==> src/verilog/isaPkg.sv <==
package isaPkg;

	localparam int wordSize = 16; // Data and address width.

	localparam int opcodeWidth = 4;
	localparam int funcWidth = 6;
	localparam int regAddrWidth = 2;
	localparam int immWidth = 8;
	localparam int targetWidth = 12;

	// Low bit of each instruction field.
	localparam int opcodeLsb = 12;
	localparam int rsLsb = 10;
	localparam int rtLsb = 8;
	localparam int rdLsb = 6;
	localparam int funcLsb = 0;
	localparam int immLsb = 0;
	localparam int targetLsb = 0;

	localparam int linkReg = 2; // Return address for JAL and JRL.

	typedef enum logic [opcodeWidth-1:0] {
		BNE = 4'd0,
		BEQ = 4'd1,
		BGZ = 4'd2,
		BLZ = 4'd3,
		ADI = 4'd4,
		ORI = 4'd5,
		LHI = 4'd6,
		LWD = 4'd7,
		SWD = 4'd8,
		JMP = 4'd9,
		JAL = 4'd10,
		RTYPE = 4'd15
	} opcode_e;

	typedef enum logic [funcWidth-1:0] {
		ADD = 6'd0,
		SUB = 6'd1,
		AND = 6'd2,
		ORR = 6'd3,
		NOT = 6'd4,
		TCP = 6'd5,
		SHL = 6'd6,
		SHR = 6'd7,
		JPR = 6'd25,
		JRL = 6'd26
	} funcCode_e;

endpackage
==> src/verilog/registerFile.sv <==
`timescale 1ns/1ps

module registerFile
	import isaPkg::*;
#(
	parameter int dataWidth = wordSize,
	parameter int regCount = 1 << regAddrWidth
) (
	input logic clk,
	input logic reset_n,
	input logic [$clog2(regCount)-1:0] readAddr1,
	input logic [$clog2(regCount)-1:0] readAddr2,
	input logic [$clog2(regCount)-1:0] writeAddr,
	input logic [dataWidth-1:0] writeData,
	input logic writeEnable,
	output logic [dataWidth-1:0] readData1,
	output logic [dataWidth-1:0] readData2
);

	logic [dataWidth-1:0] regs [regCount];

	always_ff @(posedge clk) begin
		if (reset_n) begin
			for (int i = 0; i < regCount; i++) begin
				regs[i] <= '0;
			end
		end else if (writeEnable) begin
			regs[writeAddr] <= writeData;
		end
	end

	assign readData1 = regs[readAddr1]; // Combinational read.
	assign readData2 = regs[readAddr2];

endmodule

==> config.mk <==
export PLATFORM = sky130hd
export DESIGN_NAME = registerFile
export DESIGN_NICKNAME = d
export VERILOG_FILES = /design/src/verilog/isaPkg.sv /design/src/verilog/registerFile.sv
export SDC_FILE = /design/constraint.sdc
export NUM_CORES = 1
export LEC_CHECK = 0
export BUFFER_PORTS_ARGS = -buffer_cell sky130_fd_sc_hd__clkbuf_2
export CORE_MARGIN = 2
export CORE_UTILIZATION = 60
export CTS_CLUSTER_DIAMETER = 80
export CTS_CLUSTER_SIZE = 10
export DETAILED_ROUTE_END_ITERATION = 10
export PLACE_DENSITY = 0.85
export SLEW_MARGIN = 20
export SYNTH_ARGS = -nofsm -noshare
export SYNTH_HDL_FRONTEND = slang
export SYNTH_SLANG_ARGS = --single-unit
==> constraint.sdc <==
create_clock -name clk -period 3.7 [get_ports clk]
set_clock_uncertainty 0.05 [all_clocks]
set_input_delay 0.74 -clock clk [delete_from_list [all_inputs] [get_ports clk]]
set_output_delay 0.74 -clock clk [all_outputs]
set_load 0.005 [all_outputs]
==> flow_summary.toml <==
[routing]
routed_wl_um = 6300
drtPass1Iterations = 4
dr_total_vias = 1828
vias_per_cell = 5.82
detailedRoute.firstIterationViolations = 170
wl_per_cell_um = 20.1
antenna_violating_nets_post_route = 0
detail_route.drc_violations = 0

[sta]
timing_hold_violations_final = 0
max-slew-margin-rel_pct = 47.1
finalSetupViolCount = 0
tightestPinTransition_ns = 0.791
fin_tns_setup_ns = 0
min_period_over_period_pct = 75.0
fin_hold_ws_ns = 0.666
rsz0062_at_grt = "no"
min_tclk_post_route_ns = 2.77
maxClockFrequency_mhz = 361
final-max-slew-violation-count = 0

[layout]
layout_top_registers = "regs: 64 flops"
filler_cell_count_in_the_final_layout = 384
finish.instance_area_um2 = 3680
final_net_count = 264
area_growth_pct = 14.0
drive_above_1_share_pct = 43.0
largest_register_ff_count = 64
largest-register = "regs"
antenna_cells = 0

[worst_setup_path]
crit_path_end_kind = "output port"
crit_start_category = "input port"
worst-endpoint-arrival_ns = 1.98
worstPathRequired_ns = 2.91
setup.worst_path.class = "input port to output port"
critical_path.max_fanout = 16

[global_route]
grt_pass1_wl_um = 10000
grt_start_max_net_pins = 17
grt_pass1_vias = 1930
number_of_antenna_violations_at_the_first_check_in_global_routing = 0
tot_gr_track_use_pct = 23.4
overflow = 0

[yosys]
synthSimpleGateAreaFrac_pct = 14.4
post_synthesis_mux_area_share_pct = 22.3
syn-cell-area_um2 = 3230
xor_xnor_fraction_of_synth_area_pct = 0
synth-compound-area-share_pct = 1.01
netlist-cell-type-count = 15
synthAdderAreaFrac_pct = 0
synth.ff_latch_count = 64
sequential_fraction_of_the_synthesis_area_pct = 59.5
syn-mean-instance-area_um2 = 17.7
synth_top_family_by_area = "multiplexers"
mappedNetlistNets = 207
post_synth_inst_count = 182
yosys_warnings = 0

[pwr]
post-layout-total-power_mw = 1.58
power.static_leakage_nw = 1.39
cell_pwr_density_nw_per_um2 = 430
irDropWorstVdd_uv = 340

[clock_network]
clk_pin_slew_worst_paths_ns = 0.07
ctsHoldBuffers = 0
cts_root_buffer = "sky130_fd_sc_hd__clkbuf_8"
cts-resized-gates = 0
cts_buffer_depth = 2
tritoncts = "yes"
cts-htree-levels = 3
clock-sinks = 64
cts_setup_buffers = 0
num_cts_buffers = 9

[outcome]
status = "finished, final reports clean"

[floorplan]
design.core.area_um2 = 5140
rows = 26
starting_density_pct = 62.8
pin_count = 57
die_outline_area_um2 = 5990
die_w_um = 77.4
die_height_um = 77.4

[worst_hold_path]
min-delay-path-class = "input port to flop"
timing.hold.worst_path_depth = 2

[place]
placement.cell_area_um2 = 3530
gpl.final_weighted_congestion = 0.733
dp.final_hpwl_um = 4140
port_buffers = 56

[run]
maxCapViolCount = 0
-- per-layer routing --
metal  wire length, um  track usage, %  up-vias
met1              2330            29.2      928
met3               358            5.12        4
met4                44            8.57        0
met5                 0               0        -
met2              3570            40.4       68
li1                  -               -      828
-- where the power goes --
part | total, mW | switching, mW | internal, mW
clock network | 0.488 | 0.253 | 0.235
logic | 0.211 | 0.0943 | 0.116
registers | 0.886 | 0.0274 | 0.858
-- cells in the mapped netlist (all sizes together) --
master,instances,area share [%]
o21bai,2,0.46
and2,64,12
clkbuf,3,0.43
nor4b,1,0.74
a31o,2,0.54
nand2b,1,0.19
nor2b,1,0.27
inv,1,0.12
and4bb,2,0.77
mux4,32,22
buf,9,2.2
edfxtp,64,60
-- layout by cell type (no fill, tap or decap), drive strengths merged --
cell type / n
nor4b: 1
nor2b: 1
and2: 64
and4bb: 2
inv: 1
a31o: 2
mux4: 32
clkinv: 4
o21bai: 2
clkinvlp: 1
edfxtp: 64
nand2b: 1
clkbuf: 67
buf: 2
-- final timing paths --
| kind | start | endpoint | slack (ns) |
|---|---|---|---|
| setup / recovery | readAddr1[0] | readData1[15] | 0.93 |
| hold / removal | writeData[2] | regs[3][2]$_DFFE_PP_ | 0.67 |
-- cell type report --
type | instances | area [um^2] | area share (%)
Sequential cell | 64 | 1920 | 52.2
Multi-Input combinational cell | 105 | 1220 | 33.1
Timing Repair Buffer | 58 | 295 | 8.02
Clock buffer | 11 | 131 | 3.57
Tap cell | 70 | 87.6 | 2.38
Clock inverter | 5 | 23.8 | 0.646
Inverter | 1 | 3.75 | 0.102
-- logic make-up (layout without fill, tap and decap cells) --
kind of cell           Yosys count  after routing
and+or+nand+nor                 69             69
AOI/OAI and AO/OA                4              4
buffers and inverters           13             75
DFF                             64             64
muxes                           32             32
-- per-stage QoR --
step / setup WS [ns] / std cells / util (%)
6_report: 0.926 / 314 / 71.6
5_1_grt: 0.825 / 314 / 71.6
4_1_cts: 0.896 / 314 / 71.6
3_5_place_dp: 0.901 / 298 / 68.6
3_3_place_gp: 0.921 / 298 / 68.6
2_1_floorplan: 1.36 / 182 / -
-- critical path, stage by stage --
cell and delay (ns):
sky130_fd_sc_hd__clkbuf_2 0.50, sky130_fd_sc_hd__mux4_2 0.60, sky130_fd_sc_hd__clkbuf_2 0.13
(Power assumes the default switching activity.)
