--- config.mk ---
export PLATFORM = sky130hd
export DESIGN_NAME = alu
export DESIGN_NICKNAME = d
export VERILOG_FILES = /design/src/verilog/cpuCtrlPkg.sv /design/src/verilog/isaPkg.sv /design/src/verilog/alu.sv
export SDC_FILE = /design/constraint.sdc
export NUM_CORES = 1
export LEC_CHECK = 0
export ABC_AREA = 1
export BUFFER_PORTS_ARGS = -buffer_cell sky130_fd_sc_hd__buf_2
export CORE_MARGIN = 5
export CORE_UTILIZATION = 30
export DETAILED_ROUTE_END_ITERATION = 8
export PLACE_DENSITY_LB_ADDON = 0.25
export SLEW_MARGIN = 10
export SYNTH_ARGS = -nofsm -noshare
export SYNTH_HDL_FRONTEND = slang
export SYNTH_SLANG_ARGS = --single-unit
--- constraint.sdc ---
create_clock -name vclk -period 2.25
set_clock_uncertainty 0.1 [all_clocks]
set_input_delay 0.225 -clock vclk [all_inputs]
set_output_delay 0.225 -clock vclk [all_outputs]
set_load 0.02 [all_outputs]
--- src/verilog/cpuCtrlPkg.sv ---
package cpuCtrlPkg;

	typedef enum logic [3:0] {
		aluAdd,
		aluSub,
		aluAnd,
		aluOr,
		aluNot,
		aluTcp,
		aluShl,
		aluShr,
		aluLhi,
		aluPassB
	} aluOp_e;

	typedef enum logic [2:0] {
		busIdle,
		busFetch,
		busLoad,
		busStore,
		busDone
	} busState_e;

	typedef enum logic [1:0] {
		destRt,
		destRd,
		destLink
	} destSel_e;

	typedef struct packed {
		aluOp_e aluOp;
		logic aluSrcImm; // Operand B from the immediate.
		logic zeroExtend;
		logic regWrite;
		destSel_e destSel;
		logic memRead;
		logic memWrite;
		logic memToReg;
		logic pcToReg; // Write back PC plus 1.
		logic jump;
		logic jumpReg;
		logic branch;
	} ctrlSignals_t;

endpackage

--- src/verilog/isaPkg.sv ---
package isaPkg;

	localparam int wordSize = 16; // Data and address width.

	localparam int opcodeWidth = 4;
	localparam int funcWidth = 6;
	localparam int regAddrWidth = 2;
	localparam int immWidth = 8;
	localparam int targetWidth = 12;

	// Low bit of each instruction field.
	localparam int opcodeLsb = 12;
	localparam int rsLsb = 10;
	localparam int rtLsb = 8;
	localparam int rdLsb = 6;
	localparam int funcLsb = 0;
	localparam int immLsb = 0;
	localparam int targetLsb = 0;

	localparam int linkReg = 2; // Return address for JAL and JRL.

	typedef enum logic [opcodeWidth-1:0] {
		BNE = 4'd0,
		BEQ = 4'd1,
		BGZ = 4'd2,
		BLZ = 4'd3,
		ADI = 4'd4,
		ORI = 4'd5,
		LHI = 4'd6,
		LWD = 4'd7,
		SWD = 4'd8,
		JMP = 4'd9,
		JAL = 4'd10,
		RTYPE = 4'd15
	} opcode_e;

	typedef enum logic [funcWidth-1:0] {
		ADD = 6'd0,
		SUB = 6'd1,
		AND = 6'd2,
		ORR = 6'd3,
		NOT = 6'd4,
		TCP = 6'd5,
		SHL = 6'd6,
		SHR = 6'd7,
		JPR = 6'd25,
		JRL = 6'd26
	} funcCode_e;

endpackage
--- src/verilog/alu.sv ---
`timescale 1ns/1ps

module alu
	import isaPkg::*;
	import cpuCtrlPkg::*;
#(
	parameter int dataWidth = wordSize
) (
	input logic [dataWidth-1:0] operandA,
	input logic [dataWidth-1:0] operandB,
	input aluOp_e aluOp,
	input opcode_e opcode,
	output logic [dataWidth-1:0] result,
	output logic branchTaken
);

	localparam int halfWidth = dataWidth / 2;

	always_comb begin
		case (aluOp)
			aluAdd: result = operandA + operandB;
			aluSub: result = operandA - operandB;
			aluAnd: result = operandA & operandB;
			aluOr: result = operandA | operandB;
			aluNot: result = ~operandA;
			aluTcp: result = ~operandA + 1'b1;
			aluShl: result = operandA << 1;
			aluShr: result = {operandA[dataWidth-1], operandA[dataWidth-1:1]}; // Arithmetic.
			aluLhi: result = {operandB[halfWidth-1:0], {halfWidth{1'b0}}};
			aluPassB: result = operandB;
			default: result = operandB;
		endcase
	end

	// Branches compare rs against rt.
	always_comb begin
		case (opcode)
			BNE: branchTaken = operandA != operandB;
			BEQ: branchTaken = operandA == operandB;
			BGZ: branchTaken = $signed(operandA) > 0;
			BLZ: branchTaken = $signed(operandA) < 0;
			default: branchTaken = 1'b0;
		endcase
	end

endmodule

==> metrics.cfg <==
[timing]
tightest_slew_ns=0.480
hold_viol=0
timing.fmax_mhz=458
layout_min_cycle_time_ns=2.18
setup_slack_ns=0.0655
setup_viol=0
relSlewSlack_pct=68.0
period_share_pct=97.1
slew_viol_final=0

[floorplan]
row_count=39
die_area_um2=13900
coreArea_um2=11400
start_util_pct=30.5
top_level_ports=57
die_w_um=118
die_h_um=118

[grt]
grt_usage_pct=21.1
grt_pass1_wl_mm=24.2
grt_max_degree=17
grt_antenna_before_repair=0
grt_pass1_vias=4636
overflow=0

[worst_setup_path]
cp.required_ns=1.92
cp.arrival_ns=1.86
worstSetupEndpoint=result[14]
setup.worst_path.end_class=output pin
critPathMaxFanout=8
start_kind=input pin
critPathKind=input pin to output pin
crit_start=operandB[8]

[final_layout]
register_area_um2=0
fin_nets=949
clock_buffer_count=0
seq_cells=0
drive_gt1_share_pct=30.8
diodes=0
area_growth_pct=49.4

[power]
p_leak_nw=2.79
p_total_mw=1.20
ir_worst_vdd_mv=0.0882
powerDensity_nw_per_um2=230

[clocking]
postCtsHoldBufs=0

[logic_synthesis]
yosysMostFrequentCell=nand2_1
avgSynthCellArea_um2=5.02
syn_area_um2=3480
ys_top_cells_by_count=nand2_1 (202), inv_1 (119), nand3_1 (91), nor2_1 (72), ha_1 (48)
post-synth-top-area-cell=nand2_1
syn_inst=694
ys_top_cells_by_area=nand2_1 (22%), ha_1 (17%), nand3_1 (13%)
synth_fp_nets=784
synth_cell_types=32
synthDominantCellAreaShare_pct=21.8
synth_warnings=0
ys_seq_area_share_pct=0

[placed_design]
dp_slack_ns=-0.140
numPortBuffers=57
hpwl_mm=13.3
gp_congestion=1.02

[route]
drt-vias-per-instance=5.13
drt_iter0_drc=363
wl_mm=15.9
drt-pass1-iter-count=5
drc_errors=0
vias=5134
detail_route.wl_per_cell_um=15.9
postRouteAntennaNets=0

[run]
cap_viol_max_count=0

[min_path]
min-delay-path-class=input pin to output pin

[status]
status=finished clean

repair_timing:
| item | in CTS | in global routing |
|---|---|---|
| buffers inserted | 1 | 3 |
| gates resized for setup | 28 | 79 |
| hold endpoints to repair | 0 | 0 |
| setup endpoints to repair | 9 | 14 |
| cloned | 0 | 0 |
| pin swaps | 6 | 19 |
final cells by class:
cell class | count | area, um^2
well taps | 143 | 179
repair buffers | 180 | 1280
multi-input cells | 553 | 3260
fillers | 1280 | 6220
inverters | 124 | 474
stage by stage:
step / TNS (ns) / hold WS (ns) / instance area (um^2) / cells / utilization [%]
final: 0 / 0.787 / 5200 / 1000 / 45.5
after global routing: -0.0606 / 0.798 / 5200 / 1000 / 45.5
after CTS: 0 / 0.789 / 4880 / 997 / 42.7
after detailed placement: -0.555 / 0.772 / 4790 / 996 / 42.0
after global placement: -0.499 / 0.775 / 4790 / 996 / 42.0
after floorplan: 0 / 0.529 / 3480 / 694 / -
worst min-delay path by stage:
stage	start	end	slack, ns	depth (start not counted)
2_1_floorplan	operandB[7]	result[7]	0.53	2
3_3_place_gp	operandB[0]	result[0]	0.78	4
3_5_place_dp	operandB[0]	result[0]	0.77	4
4_1_cts	operandB[0]	result[0]	0.79	4
5_1_grt	operandB[8]	result[8]	0.80	4
6_report	operandB[0]	result[0]	0.79	4
worst max-delay path, cell delays in order:
cell	delay (ns)
buf_2	0.13
inv_1	0.09
ha_4	0.28
nor2_2	0.17
inv_1	0.07
o21ai_0	0.23
buf_4	0.16
nand2_1	0.05
nand3b_1	0.07
nand2_1	0.05
nand3_1	0.07
nand4_1	0.08
buf_4	0.17
cell families (layout without fill, tap and decap cells):
group           after synthesis  in the layout  share of synthesized area (%)
compound gates               94             94                           15.3
xor+xnor                      2              2                          0.503
fa+ha+maj                    50             50                           18.4
buf+inv                     141            304                           15.7
simple gates                407            407                           50.0
metal layers:
metal  global-route usage (%)  share of wire (%)  vias up  routed length (um)
met5                        0                  0        -                   0
met4                     4.09                2.8        0                 445
met3                    0.673                7.8       30                1240
met2                     35.3                 44      227                7000
met1                     30.2                 45     2299                7230
li1                         -                  -     2578                   -
cell usage in the layout, fill, tap and decap left out, types with 2 or more instances in the layout:
| master | n |
|---|---|
| nand2_2 | 10 |
| o221ai_1 | 3 |
| inv_1 | 107 |
| inv_4 | 2 |
| buf_12 | 3 |
| nand4_1 | 17 |
| xor2_1 | 2 |
| nand3_1 | 86 |
| nor3_1 | 10 |
| ha_2 | 3 |
| a21oi_1 | 31 |
| nor3b_1 | 2 |
| ha_4 | 14 |
| inv_2 | 14 |
| nand3_2 | 6 |
| buf_6 | 5 |
| ha_1 | 31 |
| nor4_1 | 3 |
| a21oi_2 | 4 |
| buf_2 | 49 |
| o211ai_1 | 9 |
| nor2_1 | 52 |
| fa_2 | 2 |
| nand2_1 | 193 |
| o21ai_1 | 5 |
| o21ai_0 | 23 |
| o22ai_1 | 11 |
| o21bai_1 | 3 |
| buf_4 | 122 |
| nor2_2 | 21 |
power breakdown:
group          internal, mW  total [mW]  switching [mW]
logic                 0.502        1.20           0.696
registers                 0           0               0
clock network             0           0               0
(Power assumes the default switching activity.)
