$ cat config.mk
export PLATFORM = sky130hd
export DESIGN_NAME = controlUnit
export DESIGN_NICKNAME = d
export VERILOG_FILES = /design/src/verilog/cpuCtrlPkg.sv /design/src/verilog/isaPkg.sv /design/src/verilog/controlUnit.sv
export SDC_FILE = /design/constraint.sdc
export NUM_CORES = 1
export LEC_CHECK = 0
export BUFFER_PORTS_ARGS = -buffer_cell sky130_fd_sc_hd__buf_2
export CAP_MARGIN = 10
export CORE_AREA = 2 2 39 41
export DETAILED_ROUTE_END_ITERATION = 8
export DIE_AREA = 0 0 41 43
export GPL_TIMING_DRIVEN = 0
export SETUP_SLACK_MARGIN = 0.5
export SLEW_MARGIN = 20
export SYNTH_ARGS = -nofsm -noshare
export SYNTH_HDL_FRONTEND = slang
export SYNTH_SLANG_ARGS = --single-unit
$ cat constraint.sdc
create_clock -name vclk -period 2.3
set_clock_uncertainty 0.05 [all_clocks]
set_input_delay 0.575 -clock vclk [all_inputs]
set_output_delay 0.575 -clock vclk [all_outputs]
set_load 0.005 [all_outputs]
$ cat src/verilog/cpuCtrlPkg.sv
package cpuCtrlPkg;

	typedef enum logic [3:0] {
		aluAdd,
		aluSub,
		aluAnd,
		aluOr,
		aluNot,
		aluTcp,
		aluShl,
		aluShr,
		aluLhi,
		aluPassB
	} aluOp_e;

	typedef enum logic [2:0] {
		busIdle,
		busFetch,
		busLoad,
		busStore,
		busDone
	} busState_e;

	typedef enum logic [1:0] {
		destRt,
		destRd,
		destLink
	} destSel_e;

	typedef struct packed {
		aluOp_e aluOp;
		logic aluSrcImm; // Operand B from the immediate.
		logic zeroExtend;
		logic regWrite;
		destSel_e destSel;
		logic memRead;
		logic memWrite;
		logic memToReg;
		logic pcToReg; // Write back PC plus 1.
		logic jump;
		logic jumpReg;
		logic branch;
	} ctrlSignals_t;

endpackage

$ cat src/verilog/isaPkg.sv
package isaPkg;

	localparam int wordSize = 16; // Data and address width.

	localparam int opcodeWidth = 4;
	localparam int funcWidth = 6;
	localparam int regAddrWidth = 2;
	localparam int immWidth = 8;
	localparam int targetWidth = 12;

	// Low bit of each instruction field.
	localparam int opcodeLsb = 12;
	localparam int rsLsb = 10;
	localparam int rtLsb = 8;
	localparam int rdLsb = 6;
	localparam int funcLsb = 0;
	localparam int immLsb = 0;
	localparam int targetLsb = 0;

	localparam int linkReg = 2; // Return address for JAL and JRL.

	typedef enum logic [opcodeWidth-1:0] {
		BNE = 4'd0,
		BEQ = 4'd1,
		BGZ = 4'd2,
		BLZ = 4'd3,
		ADI = 4'd4,
		ORI = 4'd5,
		LHI = 4'd6,
		LWD = 4'd7,
		SWD = 4'd8,
		JMP = 4'd9,
		JAL = 4'd10,
		RTYPE = 4'd15
	} opcode_e;

	typedef enum logic [funcWidth-1:0] {
		ADD = 6'd0,
		SUB = 6'd1,
		AND = 6'd2,
		ORR = 6'd3,
		NOT = 6'd4,
		TCP = 6'd5,
		SHL = 6'd6,
		SHR = 6'd7,
		JPR = 6'd25,
		JRL = 6'd26
	} funcCode_e;

endpackage
$ cat src/verilog/controlUnit.sv
`timescale 1ns/1ps

module controlUnit
	import isaPkg::*;
	import cpuCtrlPkg::*;
#(
	parameter int dataWidth = wordSize
) (
	input logic [dataWidth-1:0] instr,
	output ctrlSignals_t ctrl
);

	opcode_e opcode;
	funcCode_e func;

	assign opcode = opcode_e'(instr[opcodeLsb +: opcodeWidth]);
	assign func = funcCode_e'(instr[funcLsb +: funcWidth]);

	always_comb begin
		ctrl = '0;
		ctrl.aluOp = aluPassB;
		ctrl.destSel = destRt;
		case (opcode)
			ADI: begin
				ctrl.aluOp = aluAdd;
				ctrl.aluSrcImm = 1'b1;
				ctrl.regWrite = 1'b1;
			end
			ORI: begin
				ctrl.aluOp = aluOr;
				ctrl.aluSrcImm = 1'b1;
				ctrl.zeroExtend = 1'b1;
				ctrl.regWrite = 1'b1;
			end
			LHI: begin
				ctrl.aluOp = aluLhi;
				ctrl.aluSrcImm = 1'b1;
				ctrl.regWrite = 1'b1;
			end
			LWD: begin
				ctrl.aluOp = aluAdd; // Address is rs plus offset.
				ctrl.aluSrcImm = 1'b1;
				ctrl.regWrite = 1'b1;
				ctrl.memRead = 1'b1;
				ctrl.memToReg = 1'b1;
			end
			SWD: begin
				ctrl.aluOp = aluAdd;
				ctrl.aluSrcImm = 1'b1;
				ctrl.memWrite = 1'b1;
			end
			BNE, BEQ, BGZ, BLZ: begin
				ctrl.aluOp = aluSub;
				ctrl.branch = 1'b1;
			end
			JMP: ctrl.jump = 1'b1;
			JAL: begin
				ctrl.jump = 1'b1;
				ctrl.regWrite = 1'b1;
				ctrl.destSel = destLink;
				ctrl.pcToReg = 1'b1;
			end
			RTYPE: begin
				case (func)
					ADD: ctrl.aluOp = aluAdd;
					SUB: ctrl.aluOp = aluSub;
					AND: ctrl.aluOp = aluAnd;
					ORR: ctrl.aluOp = aluOr;
					NOT: ctrl.aluOp = aluNot;
					TCP: ctrl.aluOp = aluTcp;
					SHL: ctrl.aluOp = aluShl;
					SHR: ctrl.aluOp = aluShr;
					JPR: ctrl.jumpReg = 1'b1;
					JRL: begin
						ctrl.jumpReg = 1'b1;
						ctrl.regWrite = 1'b1;
						ctrl.destSel = destLink;
						ctrl.pcToReg = 1'b1;
					end
					default: ctrl.aluOp = aluPassB; // Unknown function, no write.
				endcase
				if (func inside {ADD, SUB, AND, ORR, NOT, TCP, SHL, SHR}) begin
					ctrl.regWrite = 1'b1;
					ctrl.destSel = destRd;
				end
			end
			default: ctrl.aluOp = aluPassB;
		endcase
	end

	always_comb begin
		assert (!(ctrl.memRead && ctrl.memWrite))
			else $error("decode sets memRead and memWrite together");
	end

endmodule

==> metrics.cfg <==
[critical_path]
required_ns = 1.67
startpoint_type = input pin
cp.arrival_ns = 1.51
cp_max_fo = 3
end_kind = output port
path_class = input pin to output port

[global_routing]
grt_max_degree = 11
grt_pass1_vias = 367
grt_util_all_layers_pct = 11.4
grt_first_pass_wirelength_um = 1510
grt_overflow = 0
antenna_found_initial = 0

[synthesis]
synthAdderAreaFrac_pct = 0
synth_top_family_by_area = simple AND/OR/NAND/NOR gates
synth-compound-area-share_pct = 28.2
muxShareOfSynthArea_pct = 0
synth_top_area_share_pct = 8.91
avgSynthCellArea_um2 = 6.65
ys_warn_count = 0
synth.cell_area_um2 = 253
synth.largest_area_cell = or4_4
syn-num-nets = 54
yosys.area_share.simple_pct = 57.4
netlist_instances = 38
synthXorXnorAreaFrac_pct = 3.47
ys_types = 25
synth_area_leaders = or4_4, and3_1, nand2b_1
seq_area_frac_synth_pct = 0
ys_top_cells_by_count = and3_1, nand2b_1, nor2_1, o21ai_0

[sta]
worst_pin_slew_ns = 0.284
setup_ws_ns = 0.160
slew_violations = 0
hold_viol = 0
finalCriticalPeriod_ns = 2.14
setup_viol_count_final = 0
slew_headroom_pct = 80.9
rsz0062_at_grt = yes
fmax_mhz = 467
tns_ns = 0
whs_ns = 1.34
fin_crit_sh_pct = 93.0

[placed_design]
port-buffer-count = 24
hpwl_um = 673
place_ws_ns = 0.0227
place.gp.congestion = 0.790
placed_area_um2 = 422

[power]
clkPwrFrac_pct = 0
p_leak_uw = 0.000314
combinationalPowerShare_pct = 100.0
intPower_uw = 56.4
switching_share_pct = 42.1
vdd_ir_drop_max_mv = 0.0696
pwr-share-seq_pct = 0
netSwitchingPower_uw = 40.9
power.density_nw_per_um2 = 148

[finish]
utilization_pct = 47.6
final_nets = 89
drive_gt1_share_pct = 76.1
n_antenna_cell = 0
area_delta_synth_final_pct = 160
flops_and_latches = 0
fill_cells = 140
regArea_um2 = 0
nClkBuffers = 0
fin_area_um2 = 658

[floorplanning]
die_w_um = 41
rows = 14
die-area_um2 = 1760
core_area_um2 = 1380
start_util_pct = 18.3
die_h_um = 43
io-pin-count = 32

[route]
remaining_drc_errors = 0
firstDrtPassIters = 1
wire_per_inst_um = 11.3
ant_nets = 0
via_per_inst = 4.59
drt_iter0_drc = 0
vias = 399
routed_wl_um = 981

[status]
status = complete, no violations

[worst_hold_path]
hold_class = input pin to output port

[job]
maxCapViolations = 0

[layout make-up]
| class | count | area (um^2) | share of cell area (%) |
|---|---|---|---|
| repair buffers | 33 | 245 | 37.3 |
| well taps | 16 | 20.0 | 3.04 |
| plain buffers | 4 | 65.1 | 9.89 |
| inverters | 1 | 3.75 | 0.570 |
| multi-input cells | 33 | 324 | 49.2 |
[metrics by stage]
step | std cells | power, uW
floorplan | 38 | 34.2
global placement | 78 | 58.3
detailed placement | 78 | 59.6
CTS | 81 | 82.4
global route | 87 | 105
finish | 87 | 97.4
[kinds of logic after synthesis]
family,count (synthesis)
AO/OA/AOI/OAI,10
XOR/XNOR,1
buffers and inverters,5
AND/OR/NAND/NOR,22
[final timing paths]
path,startpoint,end,cells after the start
max,instr[5],ctrl[12],4
min,instr[14],ctrl[0],3
[power groups by stage]
| stage | registers, uW | clock network [uW] | logic, uW |
|---|---|---|---|
| after global routing | 0 | 0 | 105 |
| after CTS | 0 | 0 | 82.4 |
| after floorplan | 0 | 0 | 34.2 |
| after global placement | 0 | 0 | 58.3 |
| after detailed placement | 0 | 0 | 59.6 |
| final | 0 | 0 | 97.4 |
[timing repair]
item / in CTS / in global routing
buffers inserted: 3 / 6
hold buffers: 0 / 0
gates resized for setup: 25 / 11
setup endpoints to repair: 15 / 14
pin swaps: 7 / 4
cloned: 0 / 0
[cells in the final DEF, fill, tap and decap left out, drive strengths merged, types with 2 or more instances in the layout]
master and n:
or4 2, nor2 3, a21oi 2, nand2 2, buf 36, nand2b 3
and3 3, nor3 2, o21ai 3
[metal layers]
layer | vias up | track usage [%] | wire length (um)
met5 | - | 0 | 0
met4 | 0 | 0 | 0
met3 | 0 | 0 | 72
met2 | 18 | 20.0 | 507
met1 | 172 | 15.9 | 402
li1 | 209 | - | -
[critical path, cell delays in order]
cell,delay [ns]
buf_8,0.10
or4_4,0.55
a2bb2oi_2,0.17
buf_2,0.12
Note: power is estimated with default switching activity, not from simulation.
